--- config.mk ---
export PLATFORM = sky130hd
export DESIGN_NAME = fetch_top
export DESIGN_NICKNAME = d
export VERILOG_FILES = /design/src/source/ifu_pkg.sv /design/src/source/ifu_if.sv /design/src/source/fetch_top.sv /design/src/source/inst_decode.sv /design/src/source/inst_queue.sv /design/src/source/inst_fetch.sv /design/src/source/inst_sram.sv
export VERILOG_INCLUDE_DIRS = /design/src /design/src/source
export SDC_FILE = /design/constraint.sdc
export NUM_CORES = 2
export LEC_CHECK = 0
export BUFFER_PORTS_ARGS = -buffer_cell sky130_fd_sc_hd__buf_2
export CAP_MARGIN = 20
export CORE_MARGIN = 5
export CORE_UTILIZATION = 38
export CTS_CLUSTER_SIZE = 8
export DETAILED_ROUTE_END_ITERATION = 12
export PLACE_DENSITY = 0.63
export SYNTH_ARGS = -nofsm -noshare
export SYNTH_HDL_FRONTEND = slang
export SYNTH_HIERARCHICAL = 1
export SYNTH_MEMORY_MAX_BITS = 65536
export SYNTH_SLANG_ARGS = --single-unit
--- constraint.sdc ---
create_clock -name i_aclk -period 5.6 [get_ports i_aclk]
set_input_delay 0.56 -clock i_aclk [delete_from_list [all_inputs] [get_ports i_aclk]]
set_output_delay 0.56 -clock i_aclk [all_outputs]
set_load 0.01 [all_outputs]
--- src/source/ifu_cfg.svh ---
// Fetch front end configuration: bus widths, memory and queue sizes, reset PC
`ifndef IFU_CFG_SVH
`define IFU_CFG_SVH

// AXI-lite bus widths
`define IFU_DATA_W 64
`define IFU_ADDR_W 32
`define IFU_STRB_W (`IFU_DATA_W / 8)

// Instruction SRAM size in 64-bit words, addresses wrap above this
`define IFU_MEM_WORDS 64

// Entries in the fetch to decode queue, must be a power of two
`define IFU_QUEUE_DEPTH 4

// First fetch address after reset
`define IFU_RESET_PC 32'h0000_0000

`endif
--- src/source/ifu_pkg.sv ---
// Fetch front end package: FSM state, instruction class and AXI response types
`include "ifu_cfg.svh"

package ifu_pkg;

  typedef enum logic [1:0] {
    FS_IDLE = 2'd0,
    FS_REQ  = 2'd1,
    FS_WAIT = 2'd2
  } fetch_state_e;

  // Decided only by the RV64 major opcode
  typedef enum logic [3:0] {
    IC_LUI,
    IC_AUIPC,
    IC_JAL,
    IC_JALR,
    IC_BRANCH,
    IC_LOAD,
    IC_STORE,
    IC_OP_IMM,
    IC_OP,
    IC_OP_IMM_32,
    IC_OP_32,
    IC_SYSTEM,
    IC_MISC_MEM,
    IC_ILLEGAL
  } inst_class_e;

  typedef enum logic [1:0] {
    RESP_OKAY   = 2'b00,
    RESP_SLVERR = 2'b10
  } axi_resp_e;

endpackage

--- src/source/ifu_if.sv ---
// Internal bundles: AXI-lite read channel and the PC/instruction stream
`timescale 1ns/1ns
`include "ifu_cfg.svh"

interface axil_rd_if import ifu_pkg::*; ();
  logic                   arvalid;
  logic                   arready;
  logic [`IFU_ADDR_W-1:0] araddr;
  logic                   rvalid;
  logic                   rready;
  logic [`IFU_DATA_W-1:0] rdata;
  axi_resp_e              rresp;

  modport master (output arvalid, araddr, rready, input arready, rvalid, rdata, rresp);
  modport slave  (input arvalid, araddr, rready, output arready, rvalid, rdata, rresp);
endinterface

interface inst_stream_if ();
  logic                   valid;
  logic                   ready;
  logic [`IFU_ADDR_W-1:0] pc;
  logic [31:0]            inst;

  // Transfer when valid and ready are both high
  modport src (output valid, pc, inst, input ready);
  modport dst (input valid, pc, inst, output ready);
endinterface

--- src/source/fetch_top.sv ---
// Fetch front end top: instruction SRAM, fetch FSM, queue and decode register
`timescale 1ns/1ns
`include "ifu_cfg.svh"

module fetch_top import ifu_pkg::*; (
  input  logic                   i_aclk,
  input  logic                   i_rst_n,
  input  logic                   i_fetch_en,
  input  logic                   i_awvalid,
  output logic                   o_awready,
  input  logic [`IFU_ADDR_W-1:0] i_awaddr,
  input  logic                   i_wvalid,
  output logic                   o_wready,
  input  logic [`IFU_DATA_W-1:0] i_wdata,
  input  logic [`IFU_STRB_W-1:0] i_wstrb,
  output logic                   o_bvalid,
  input  logic                   i_bready,
  output axi_resp_e              o_bresp,
  output logic                   o_dec_valid,
  input  logic                   i_dec_ready,
  output logic [`IFU_ADDR_W-1:0] o_dec_pc,
  output logic [31:0]            o_dec_inst,
  output inst_class_e            o_dec_class
);

  axil_rd_if     rd_bus ();
  inst_stream_if fetch_stream ();
  inst_stream_if queue_stream ();

  inst_sram u_inst_sram (
    .i_aclk    (i_aclk),
    .i_rst_n   (i_rst_n),
    .i_awvalid (i_awvalid),
    .o_awready (o_awready),
    .i_awaddr  (i_awaddr),
    .i_wvalid  (i_wvalid),
    .o_wready  (o_wready),
    .i_wdata   (i_wdata),
    .i_wstrb   (i_wstrb),
    .o_bvalid  (o_bvalid),
    .i_bready  (i_bready),
    .o_bresp   (o_bresp),
    .rd        (rd_bus.slave)
  );

  inst_fetch u_inst_fetch (
    .i_aclk     (i_aclk),
    .i_rst_n    (i_rst_n),
    .i_fetch_en (i_fetch_en),
    .rd         (rd_bus.master),
    .o_stream   (fetch_stream.src)
  );

  inst_queue u_inst_queue (
    .i_aclk   (i_aclk),
    .i_rst_n  (i_rst_n),
    .i_stream (fetch_stream.dst),
    .o_stream (queue_stream.src)
  );

  inst_decode u_inst_decode (
    .i_aclk      (i_aclk),
    .i_rst_n     (i_rst_n),
    .i_stream    (queue_stream.dst),
    .o_dec_valid (o_dec_valid),
    .i_dec_ready (i_dec_ready),
    .o_dec_pc    (o_dec_pc),
    .o_dec_inst  (o_dec_inst),
    .o_dec_class (o_dec_class)
  );

endmodule

--- src/source/inst_decode.sv ---
// Decode output register that classifies each instruction by its major opcode
`timescale 1ns/1ns
`include "ifu_cfg.svh"

module inst_decode import ifu_pkg::*; (
  input  logic                   i_aclk,
  input  logic                   i_rst_n,
  inst_stream_if.dst             i_stream,
  output logic                   o_dec_valid,
  input  logic                   i_dec_ready,
  output logic [`IFU_ADDR_W-1:0] o_dec_pc,
  output logic [31:0]            o_dec_inst,
  output inst_class_e            o_dec_class
);

  // RV64 major opcodes, bits 6 to 0
  typedef enum logic [6:0] {
    OPC_LUI       = 7'b0110111,
    OPC_AUIPC     = 7'b0010111,
    OPC_JAL       = 7'b1101111,
    OPC_JALR      = 7'b1100111,
    OPC_BRANCH    = 7'b1100011,
    OPC_LOAD      = 7'b0000011,
    OPC_STORE     = 7'b0100011,
    OPC_OP_IMM    = 7'b0010011,
    OPC_OP        = 7'b0110011,
    OPC_OP_IMM_32 = 7'b0011011,
    OPC_OP_32     = 7'b0111011,
    OPC_SYSTEM    = 7'b1110011,
    OPC_MISC_MEM  = 7'b0001111
  } opcode_e;

  opcode_e     opcode;
  inst_class_e cls;
  logic        load;

  assign opcode = opcode_e'(i_stream.inst[6:0]);

  always_comb begin
    case (opcode)
      OPC_LUI:       cls = IC_LUI;
      OPC_AUIPC:     cls = IC_AUIPC;
      OPC_JAL:       cls = IC_JAL;
      OPC_JALR:      cls = IC_JALR;
      OPC_BRANCH:    cls = IC_BRANCH;
      OPC_LOAD:      cls = IC_LOAD;
      OPC_STORE:     cls = IC_STORE;
      OPC_OP_IMM:    cls = IC_OP_IMM;
      OPC_OP:        cls = IC_OP;
      OPC_OP_IMM_32: cls = IC_OP_IMM_32;
      OPC_OP_32:     cls = IC_OP_32;
      OPC_SYSTEM:    cls = IC_SYSTEM;
      OPC_MISC_MEM:  cls = IC_MISC_MEM;
      default:       cls = IC_ILLEGAL;
    endcase
  end

  // Take a new entry when empty or when the current one leaves
  assign i_stream.ready = !o_dec_valid || i_dec_ready;
  assign load           = i_stream.valid && i_stream.ready;

  always_ff @(posedge i_aclk or negedge i_rst_n) begin
    if (!i_rst_n) begin
      o_dec_valid <= 1'b0;
    end else if (i_stream.ready) begin
      o_dec_valid <= i_stream.valid;
    end
  end

  always_ff @(posedge i_aclk) begin
    if (load) begin
      o_dec_pc    <= i_stream.pc;
      o_dec_inst  <= i_stream.inst;
      o_dec_class <= cls;
    end
  end

endmodule

--- src/source/inst_queue.sv ---
// Synchronous FIFO carrying PC and instruction pairs from fetch to decode
`timescale 1ns/1ns
`include "ifu_cfg.svh"

module inst_queue import ifu_pkg::*; (
  input  logic         i_aclk,
  input  logic         i_rst_n,
  inst_stream_if.dst   i_stream,
  inst_stream_if.src   o_stream
);

  localparam int PTR_W = $clog2(`IFU_QUEUE_DEPTH);

  logic [`IFU_ADDR_W-1:0] pc_mem   [`IFU_QUEUE_DEPTH];
  logic [31:0]            inst_mem [`IFU_QUEUE_DEPTH];
  logic [PTR_W-1:0]       wr_ptr;
  logic [PTR_W-1:0]       rd_ptr;
  logic [PTR_W:0]         count;
  logic                   push;
  logic                   pop;

  assign push = i_stream.valid && i_stream.ready;
  assign pop  = o_stream.valid && o_stream.ready;

  always_ff @(posedge i_aclk or negedge i_rst_n) begin
    if (!i_rst_n) begin
      wr_ptr <= '0;
      rd_ptr <= '0;
      count  <= '0;
    end else begin
      // Pointers wrap naturally since the depth is a power of two
      if (push) wr_ptr <= wr_ptr + 1'b1;
      if (pop)  rd_ptr <= rd_ptr + 1'b1;
      count <= count + (PTR_W+1)'(push) - (PTR_W+1)'(pop);
    end
  end

  always_ff @(posedge i_aclk) begin
    if (push) begin
      pc_mem[wr_ptr]   <= i_stream.pc;
      inst_mem[wr_ptr] <= i_stream.inst;
    end
  end

  assign i_stream.ready = (count != (PTR_W+1)'(`IFU_QUEUE_DEPTH));
  assign o_stream.valid = (count != '0);
  assign o_stream.pc    = pc_mem[rd_ptr];
  assign o_stream.inst  = inst_mem[rd_ptr];

endmodule

--- src/source/inst_fetch.sv ---
// Sequential instruction fetch FSM with one outstanding AXI-lite read
`timescale 1ns/1ns
`include "ifu_cfg.svh"

module inst_fetch import ifu_pkg::*; (
  input  logic         i_aclk,
  input  logic         i_rst_n,
  input  logic         i_fetch_en,
  axil_rd_if.master    rd,
  inst_stream_if.src   o_stream
);

  localparam int HALF_W = `IFU_DATA_W / 2;

  fetch_state_e           state;
  logic [`IFU_ADDR_W-1:0] pc;
  logic                   slot_valid;
  logic [`IFU_ADDR_W-1:0] slot_pc;
  logic [HALF_W-1:0]      slot_inst;
  logic                   rd_take;
  logic [HALF_W-1:0]      half;

  // Word aligned read address
  assign rd.arvalid = (state == FS_REQ);
  assign rd.araddr  = {pc[`IFU_ADDR_W-1:3], 3'b000};

  // Hold off read data while the stream slot is occupied
  assign rd.rready = (state == FS_WAIT) && !slot_valid;
  assign rd_take   = rd.rvalid && rd.rready;

  // PC bit 2 picks the upper instruction of the pair
  assign half = pc[2] ? rd.rdata[`IFU_DATA_W-1:HALF_W] : rd.rdata[HALF_W-1:0];

  always_ff @(posedge i_aclk or negedge i_rst_n) begin
    if (!i_rst_n) begin
      state      <= FS_IDLE;
      pc         <= `IFU_RESET_PC;
      slot_valid <= 1'b0;
    end else begin
      case (state)
        FS_IDLE: if (i_fetch_en) state <= FS_REQ;
        FS_REQ:  if (rd.arready) state <= FS_WAIT;
        FS_WAIT: begin
          if (rd_take) begin
            pc    <= pc + 'd4;
            state <= i_fetch_en ? FS_REQ : FS_IDLE;
          end
        end
        default: state <= FS_IDLE;
      endcase
      if (rd_take) begin
        slot_valid <= 1'b1;
      end else if (o_stream.ready) begin
        slot_valid <= 1'b0;
      end
    end
  end

  always_ff @(posedge i_aclk) begin
    if (rd_take) begin
      slot_pc   <= pc;
      slot_inst <= half;
    end
  end

  assign o_stream.valid = slot_valid;
  assign o_stream.pc    = slot_pc;
  assign o_stream.inst  = slot_inst;

endmodule

--- src/source/inst_sram.sv ---
// Instruction SRAM behind an AXI-lite slave with strobed writes and registered reads
`timescale 1ns/1ns
`include "ifu_cfg.svh"

module inst_sram import ifu_pkg::*; (
  input  logic                   i_aclk,
  input  logic                   i_rst_n,
  input  logic                   i_awvalid,
  output logic                   o_awready,
  input  logic [`IFU_ADDR_W-1:0] i_awaddr,
  input  logic                   i_wvalid,
  output logic                   o_wready,
  input  logic [`IFU_DATA_W-1:0] i_wdata,
  input  logic [`IFU_STRB_W-1:0] i_wstrb,
  output logic                   o_bvalid,
  input  logic                   i_bready,
  output axi_resp_e              o_bresp,
  axil_rd_if.slave               rd
);

  localparam int OFF_W = $clog2(`IFU_STRB_W);
  localparam int IDX_W = $clog2(`IFU_MEM_WORDS);

  logic [`IFU_DATA_W-1:0] mem [`IFU_MEM_WORDS];
  logic [IDX_W-1:0]       wr_idx;
  logic [IDX_W-1:0]       rd_idx;
  logic                   wr_en;
  logic                   rd_en;
  logic                   arready_q;
  logic                   rvalid_q;
  logic [`IFU_DATA_W-1:0] rdata_q;

  // Upper address bits are dropped so accesses wrap around the array
  assign wr_idx = i_awaddr[OFF_W +: IDX_W];
  assign rd_idx = rd.araddr[OFF_W +: IDX_W];

  // Accept a write once per handshake, only if the response slot frees up
  assign wr_en = i_awvalid && i_wvalid && (!o_bvalid || i_bready) && !o_awready && !o_wready;
  assign rd_en = rd.arvalid && (!rvalid_q || rd.rready) && !arready_q;

  always_ff @(posedge i_aclk or negedge i_rst_n) begin
    if (!i_rst_n) begin
      o_awready <= 1'b0;
      o_wready  <= 1'b0;
      o_bvalid  <= 1'b0;
      arready_q <= 1'b0;
      rvalid_q  <= 1'b0;
    end else begin
      o_awready <= wr_en;
      o_wready  <= wr_en;
      o_bvalid  <= wr_en || (o_bvalid && !i_bready);
      arready_q <= rd_en;
      rvalid_q  <= rd_en || (rvalid_q && !rd.rready);
    end
  end

  always_ff @(posedge i_aclk) begin
    if (wr_en) begin
      for (int b = 0; b < `IFU_STRB_W; b++) begin
        if (i_wstrb[b]) begin
          mem[wr_idx][b*8 +: 8] <= i_wdata[b*8 +: 8];
        end
      end
    end
    // Read data stays put until the next accepted read
    if (rd_en) begin
      rdata_q <= mem[rd_idx];
    end
  end

  assign o_bresp    = RESP_OKAY;
  assign rd.arready = arready_q;
  assign rd.rvalid  = rvalid_q;
  assign rd.rdata   = rdata_q;
  assign rd.rresp   = RESP_OKAY;

endmodule

# After elaboration in Yosys (flattened, before gate mapping)
# Memories as Yosys holds them, arrays and structs flattened. A register that Yosys moved wholly into a read port is not among the register bits.
# Cells that the tools add are included.
# op_classes
add_sub_neg	5
n_eq_ne	19
n_reduce_logical	30
mux	35
# op_table
op	count
one-hot mux 4 bit (13 select lines)	1
adder 32 x 3 -> 32 bit (second input constant)	1
two-way mux 32 bit	1
two-way mux 1 bit	29
equality test 7 x 6 -> 1 bit (second input constant)	4
equality test 7 bit (second input constant)	4
equality test 7 x 5 -> 1 bit (second input constant)	3
logical AND 1 bit	12
logical NOT 1 bit	8
equality test 7 x 2 -> 1 bit (second input constant)	1
equality test 7 x 4 -> 1 bit (second input constant)	1
two-way mux 2 bit	3
one-hot mux 2 bit (3 select lines)	1
logical OR 1 bit	5
adder 2 x 1 -> 2 bit (second input constant)	2
!= test 2 bit (second input constant)	2
adder 3 x 1 -> 3 bit	1
!= test 3 bit (second input constant)	1
AND reduction 3 bit	1
nonzero test 3 bit	1
subtractor 3 x 1 -> 3 bit	1
equality test 2 x 1 -> 1 bit (second input constant)	1
equality test 2 bit (second input constant)	1
logical NOT 2 bit	1
other kinds (3)	3
# word_totals
word_cells	107
ff_bits	147
mem_count	3
out_inout_bits	74
ram_bits	4352
in_bits	111
# mem_list
memory	depth	width	read_ports	rd_clocked_by_memory_dff	write_ports	line_no	rtl
u_inst_sram.mem	64	64	1	1	1	inst_sram.sv:24	logic [`IFU_DATA_W-1:0] mem [`IFU_MEM_WORDS];
u_inst_queue.inst_mem	4	32	1	0	1	inst_queue.sv:15	logic [31:0] inst_mem [`IFU_QUEUE_DEPTH];
u_inst_queue.pc_mem	4	32	1	1	1	inst_queue.sv:14	logic [`IFU_ADDR_W-1:0] pc_mem [`IFU_QUEUE_DEPTH];

# Longest topological paths before layout
# depth
ltp_word	7
depth_mapped	10
ltp_nobuf	9

# By module
# Netlist, hierarchy kept.
# by_module_without_submodules
module	instances	cells_per_inst	area_each_um2	seq_area_each_um2
inst_sram	1	7092	158757.3	125019.9
inst_queue	1	375	9699.3	7862.5
inst_fetch	1	268	4015.1	2687.6
inst_decode	1	106	2301.0	2067.0

# Least setup slack after synthesis
# No wires, ideal clock.
# synth_timing
path_type	reg-to-reg
start	register u_inst_fetch.slot_valid (netlist: u_inst_fetch/o_stream.valid)
end	register u_inst_sram.rdata_q[0] (netlist: u_inst_sram/rd.rdata[0]), read port of u_inst_sram.mem, enable pin
setup_slack_ps	932
synth_period_minus_slack_ps	4668
arrival_time_ps	4159
stages_incl_launch_ff	5
setup_time_ps	509
n_path_buf	0
t_required_ps	5091
path_cell_list	dfrtp_1 -> or3b_4 -> inv_1 -> inv_1 -> a21oi_1
# synth_via
elab_chain_len	5
# synth_rtl
item	line_no	rtl
from (decl)	inst_fetch.sv:17	logic slot_valid;
from (signal assigned)	inst_fetch.sv:38	slot_valid <= 1'b0;
from (signal assigned)	inst_fetch.sv:52	slot_valid <= 1'b1;
from (signal assigned)	inst_fetch.sv:54	slot_valid <= 1'b0;
logical NOT 1 bit	inst_fetch.sv:28	assign rd.rready = (state == FS_WAIT) && !slot_valid;
logical AND 1 bit	inst_fetch.sv:28	
named net rd_bus.rready	ifu_if.sv:10	logic rready;
logical OR 1 bit	inst_sram.sv:39	assign rd_en = rd.arvalid && (!rvalid_q || rd.rready) && !arready_q;
logical AND 1 bit (2 in a row)	inst_sram.sv:39	
named net u_inst_sram.rd_en	inst_sram.sv:28	logic rd_en;
to (decl)	inst_sram.sv:31	logic [`IFU_DATA_W-1:0] rdata_q;
# The timed path passes the listed nets, and every way through them passes these cells.
# A chain may end at the register's enable or synchronous reset.

# Worst setup path in the final report
# layout_timing
start	register u_inst_sram.o_wready
end	memory u_inst_sram/mem[57][51] (netlist name), enable pin
# layout_via
elab_chain_len	5
# layout_rtl
item	line_no	rtl
from (decl)	inst_sram.sv:12	output logic o_wready,
from (signal assigned)	inst_sram.sv:50	o_wready <= wr_en;
logical NOT 1 bit (*)	-	
logical AND 1 bit	-	
logical AND 1 bit (*)	inst_sram.sv:38	assign wr_en = i_awvalid && i_wvalid && (!o_bvalid || i_bready) && !o_awready && !o_wready;
two-way mux 1 bit (*)	inst_sram.sv:58	if (wr_en) begin
two-way mux 1 bit (not written as such) (*)	inst_sram.sv:61	mem[wr_idx][b*8 +: 8] <= i_wdata[b*8 +: 8];
to (decl)	inst_sram.sv:24	
# Every way passes the cells marked *; elsewhere a longest branch is shown, timed or not.

==> results.json <==
{
  "cts-htree-levels": 6,
  "routed-wl-met2_um": 224000,
  "rows": 249,
  "gr-total-overflow": 0,
  "start_kind": "register",
  "ir_worst_vdd_v": 0.000328,
  "report.final.slew_viol_count": 0,
  "finalClockSkew_ns": 0.0723,
  "crit_fanout": 64,
  "ios": 185,
  "worst_pin_slew_ns": 1.27,
  "port_buffers": 156,
  "drv_cap": 0,
  "syn_area_per_cell_sq_um": 22.3,
  "fmax_mhz": 247,
  "drc_errors": 0,
  "syn2layout_area_growth_pct": 15.4,
  "p_leak_nw": 60.3,
  "cts.path.max_buffers": 4,
  "grt_max_degree": 123,
  "highest_layer": "met5",
  "tritoncts": "built",
  "dp.cells": 13900,
  "die_area_sq_um": 473000,
  "wire_per_inst_um": 33.0,
  "hold_path_depth": 1,
  "clock_sinks": 4591,
  "wirelength_um": 487000,
  "cp.required_ns": 6.24,
  "clock_latency_ns": 1.06,
  "setup_viol": 0,
  "fin_crit_ns": 4.05,
  "initial_utilization": 0.380,
  "grt_pass1_vias": 86700,
  "drive_gt1_frac": 0.270,
  "post_cts_buffers": 0,
  "powerDensity_nw_per_um2": 395,
  "end_kind": "register",
  "n_fill_cell": 38000,
  "netlist_area_sq_um": 175000,
  "postRouteAntennaNets": 0,
  "multi_input_area_sq_um": 34800,
  "ys_warn_count": 6,
  "relSlewSlack": 0.148,
  "wl_met3_um": 61700,
  "antenna_found_initial": 84,
  "m1WireLength_um": 178000,
  "root_buffer": "clkbuf_16",
  "grt_usage": 0.201,
  "grt_pass1_wl_um": 673000,
  "critPathKind": "reg -> reg",
  "reg2reg_depth": 6,
  "clk_pin_slew_ns": 0.05,
  "rsz0062_at_grt": "no",
  "drtIter0Drc": 12600,
  "fin_crit_sh": 0.723,
  "nNetsFinal": 8527,
  "num_vias": 87300,
  "hp-class": "in -> reg",
  "hpwl_um": 295000,
  "hold_violations": 0,
  "stdcell_count": 14700,
  "via_per_inst": 5.93,
  "die_h_um": 688,
  "numCtsBuffers": 644,
  "dieWidth_um": 688,
  "status": "completed",
  "dr.pass1.iters": 8,
  "core_sq_um": 459000,
  "crit_arrival_ns": 4.69,
  "tns_ns": 0,
  "globalplace.congestion": 0.863,
  "register_area_sq_um": 138000,
  "syn_inst": 7813
}
placed cells by master (no fill, tap or decap), types with 81 or more instances in the layout:
cell,n
a22oi_1,256
mux2i_1,92
buf_2,157
nand3_1,143
diode_2,81
buf_4,184
nor2_1,558
o22ai_1,100
clkbuf_16,647
edfxtp_1,4546
mux4_2,1088
path summary, 6_finish.rpt:
kind	startpoint	end	slack, ns
worst min register to register	u_inst_fetch/o_stream.inst[9]	u_inst_queue/inst_mem[1][9]	0.47
min in group asynchronous	i_rst_n	u_inst_decode/o_dec_valid	0.15
worst max register to register	u_inst_sram/o_wready	u_inst_sram/mem[57][51]	1.55
worst min-delay path	i_wdata[14]	u_inst_sram/mem[60][14]	0.02
max in group asynchronous	i_rst_n	u_inst_fetch/pc[3]	4.96
worst max-delay path	u_inst_sram/o_wready	u_inst_sram/mem[57][51]	1.55
final cells by class:
cell class / count / share of cell area
Antenna cell: 81 / 0.00101
Clock buffer: 684 / 0.0811
Clock inverter: 53 / 0.00570
Inverter: 17 / 0.000317
Multi-Input combinational cell: 2745 / 0.173
Sequential cell: 4591 / 0.684
Tap cell: 6149 / 0.0382
Timing Repair Buffer: 409 / 0.0173
repair_timing:
item,CTS,global route
endpoints found under the hold margin,48,35
hold buffers,5,3
gates resized for setup,0,0
metal layers:
layer  global-route usage  up-vias
met2                0.305     5814
li1                     -    34100
met5                    0        -
met3               0.0612     1006
met4               0.0878       38
met1                0.269    46400
through the flow:
stage	total power, mW	setup WS [ns]	hold slack [ns]	util	instance area, sq um
2_1_floorplan	43.7	0.932	0.264	-	175000
6_report	79.6	1.55	0.0229	0.439	201000
4_1_cts	80.1	1.66	0.0265	0.437	201000
5_1_grt	82.1	1.49	0.00223	0.438	201000
3_5_place_dp	45.9	1.42	0.475	0.399	183000
3_3_place_gp	45.8	1.51	0.467	0.399	183000
worst max-delay path: stages (launching register included):
cell and delay [ns]:
dfrtp_1 0.46, nand3b_1 0.26, a21oi_4 0.80, buf_4 0.39
buf_4 0.26, nand2_4 0.47, nor2_1 0.88
state kept, by name (all words and copies together), names as in the netlist:
| signal | cells |
|---|---|
| u_inst_decode/o_dec_class | 4 |
| u_inst_decode/o_dec_inst | 32 |
| u_inst_decode/o_dec_pc | 32 |
| u_inst_decode/o_dec_valid | 1 |
| u_inst_fetch/o_stream.inst | 32 |
| u_inst_fetch/o_stream.pc | 30 |
| u_inst_fetch/o_stream.valid | 1 |
| u_inst_fetch/pc | 30 |
| u_inst_fetch/state | 2 |
| u_inst_queue/count | 3 |
| u_inst_queue/inst_mem | 128 |
| u_inst_queue/pc_mem | 128 |
| u_inst_queue/rd_ptr | 2 |
| u_inst_queue/wr_ptr | 2 |
| u_inst_sram/mem | 4096 |
| u_inst_sram/o_bvalid | 1 |
| u_inst_sram/o_wready | 1 |
| u_inst_sram/rd.arready | 1 |
| u_inst_sram/rd.rdata | 64 |
| u_inst_sram/rd.rvalid | 1 |
where the power goes:
group	total, mW	switching [mW]	internal (mW)
Sequential	38.5	0.255	38.2
Clock	34.3	13.7	20.6
Combinational	6.76	3.65	3.11
Total	79.6	17.7	61.9
(Power assumes the default switching activity.)
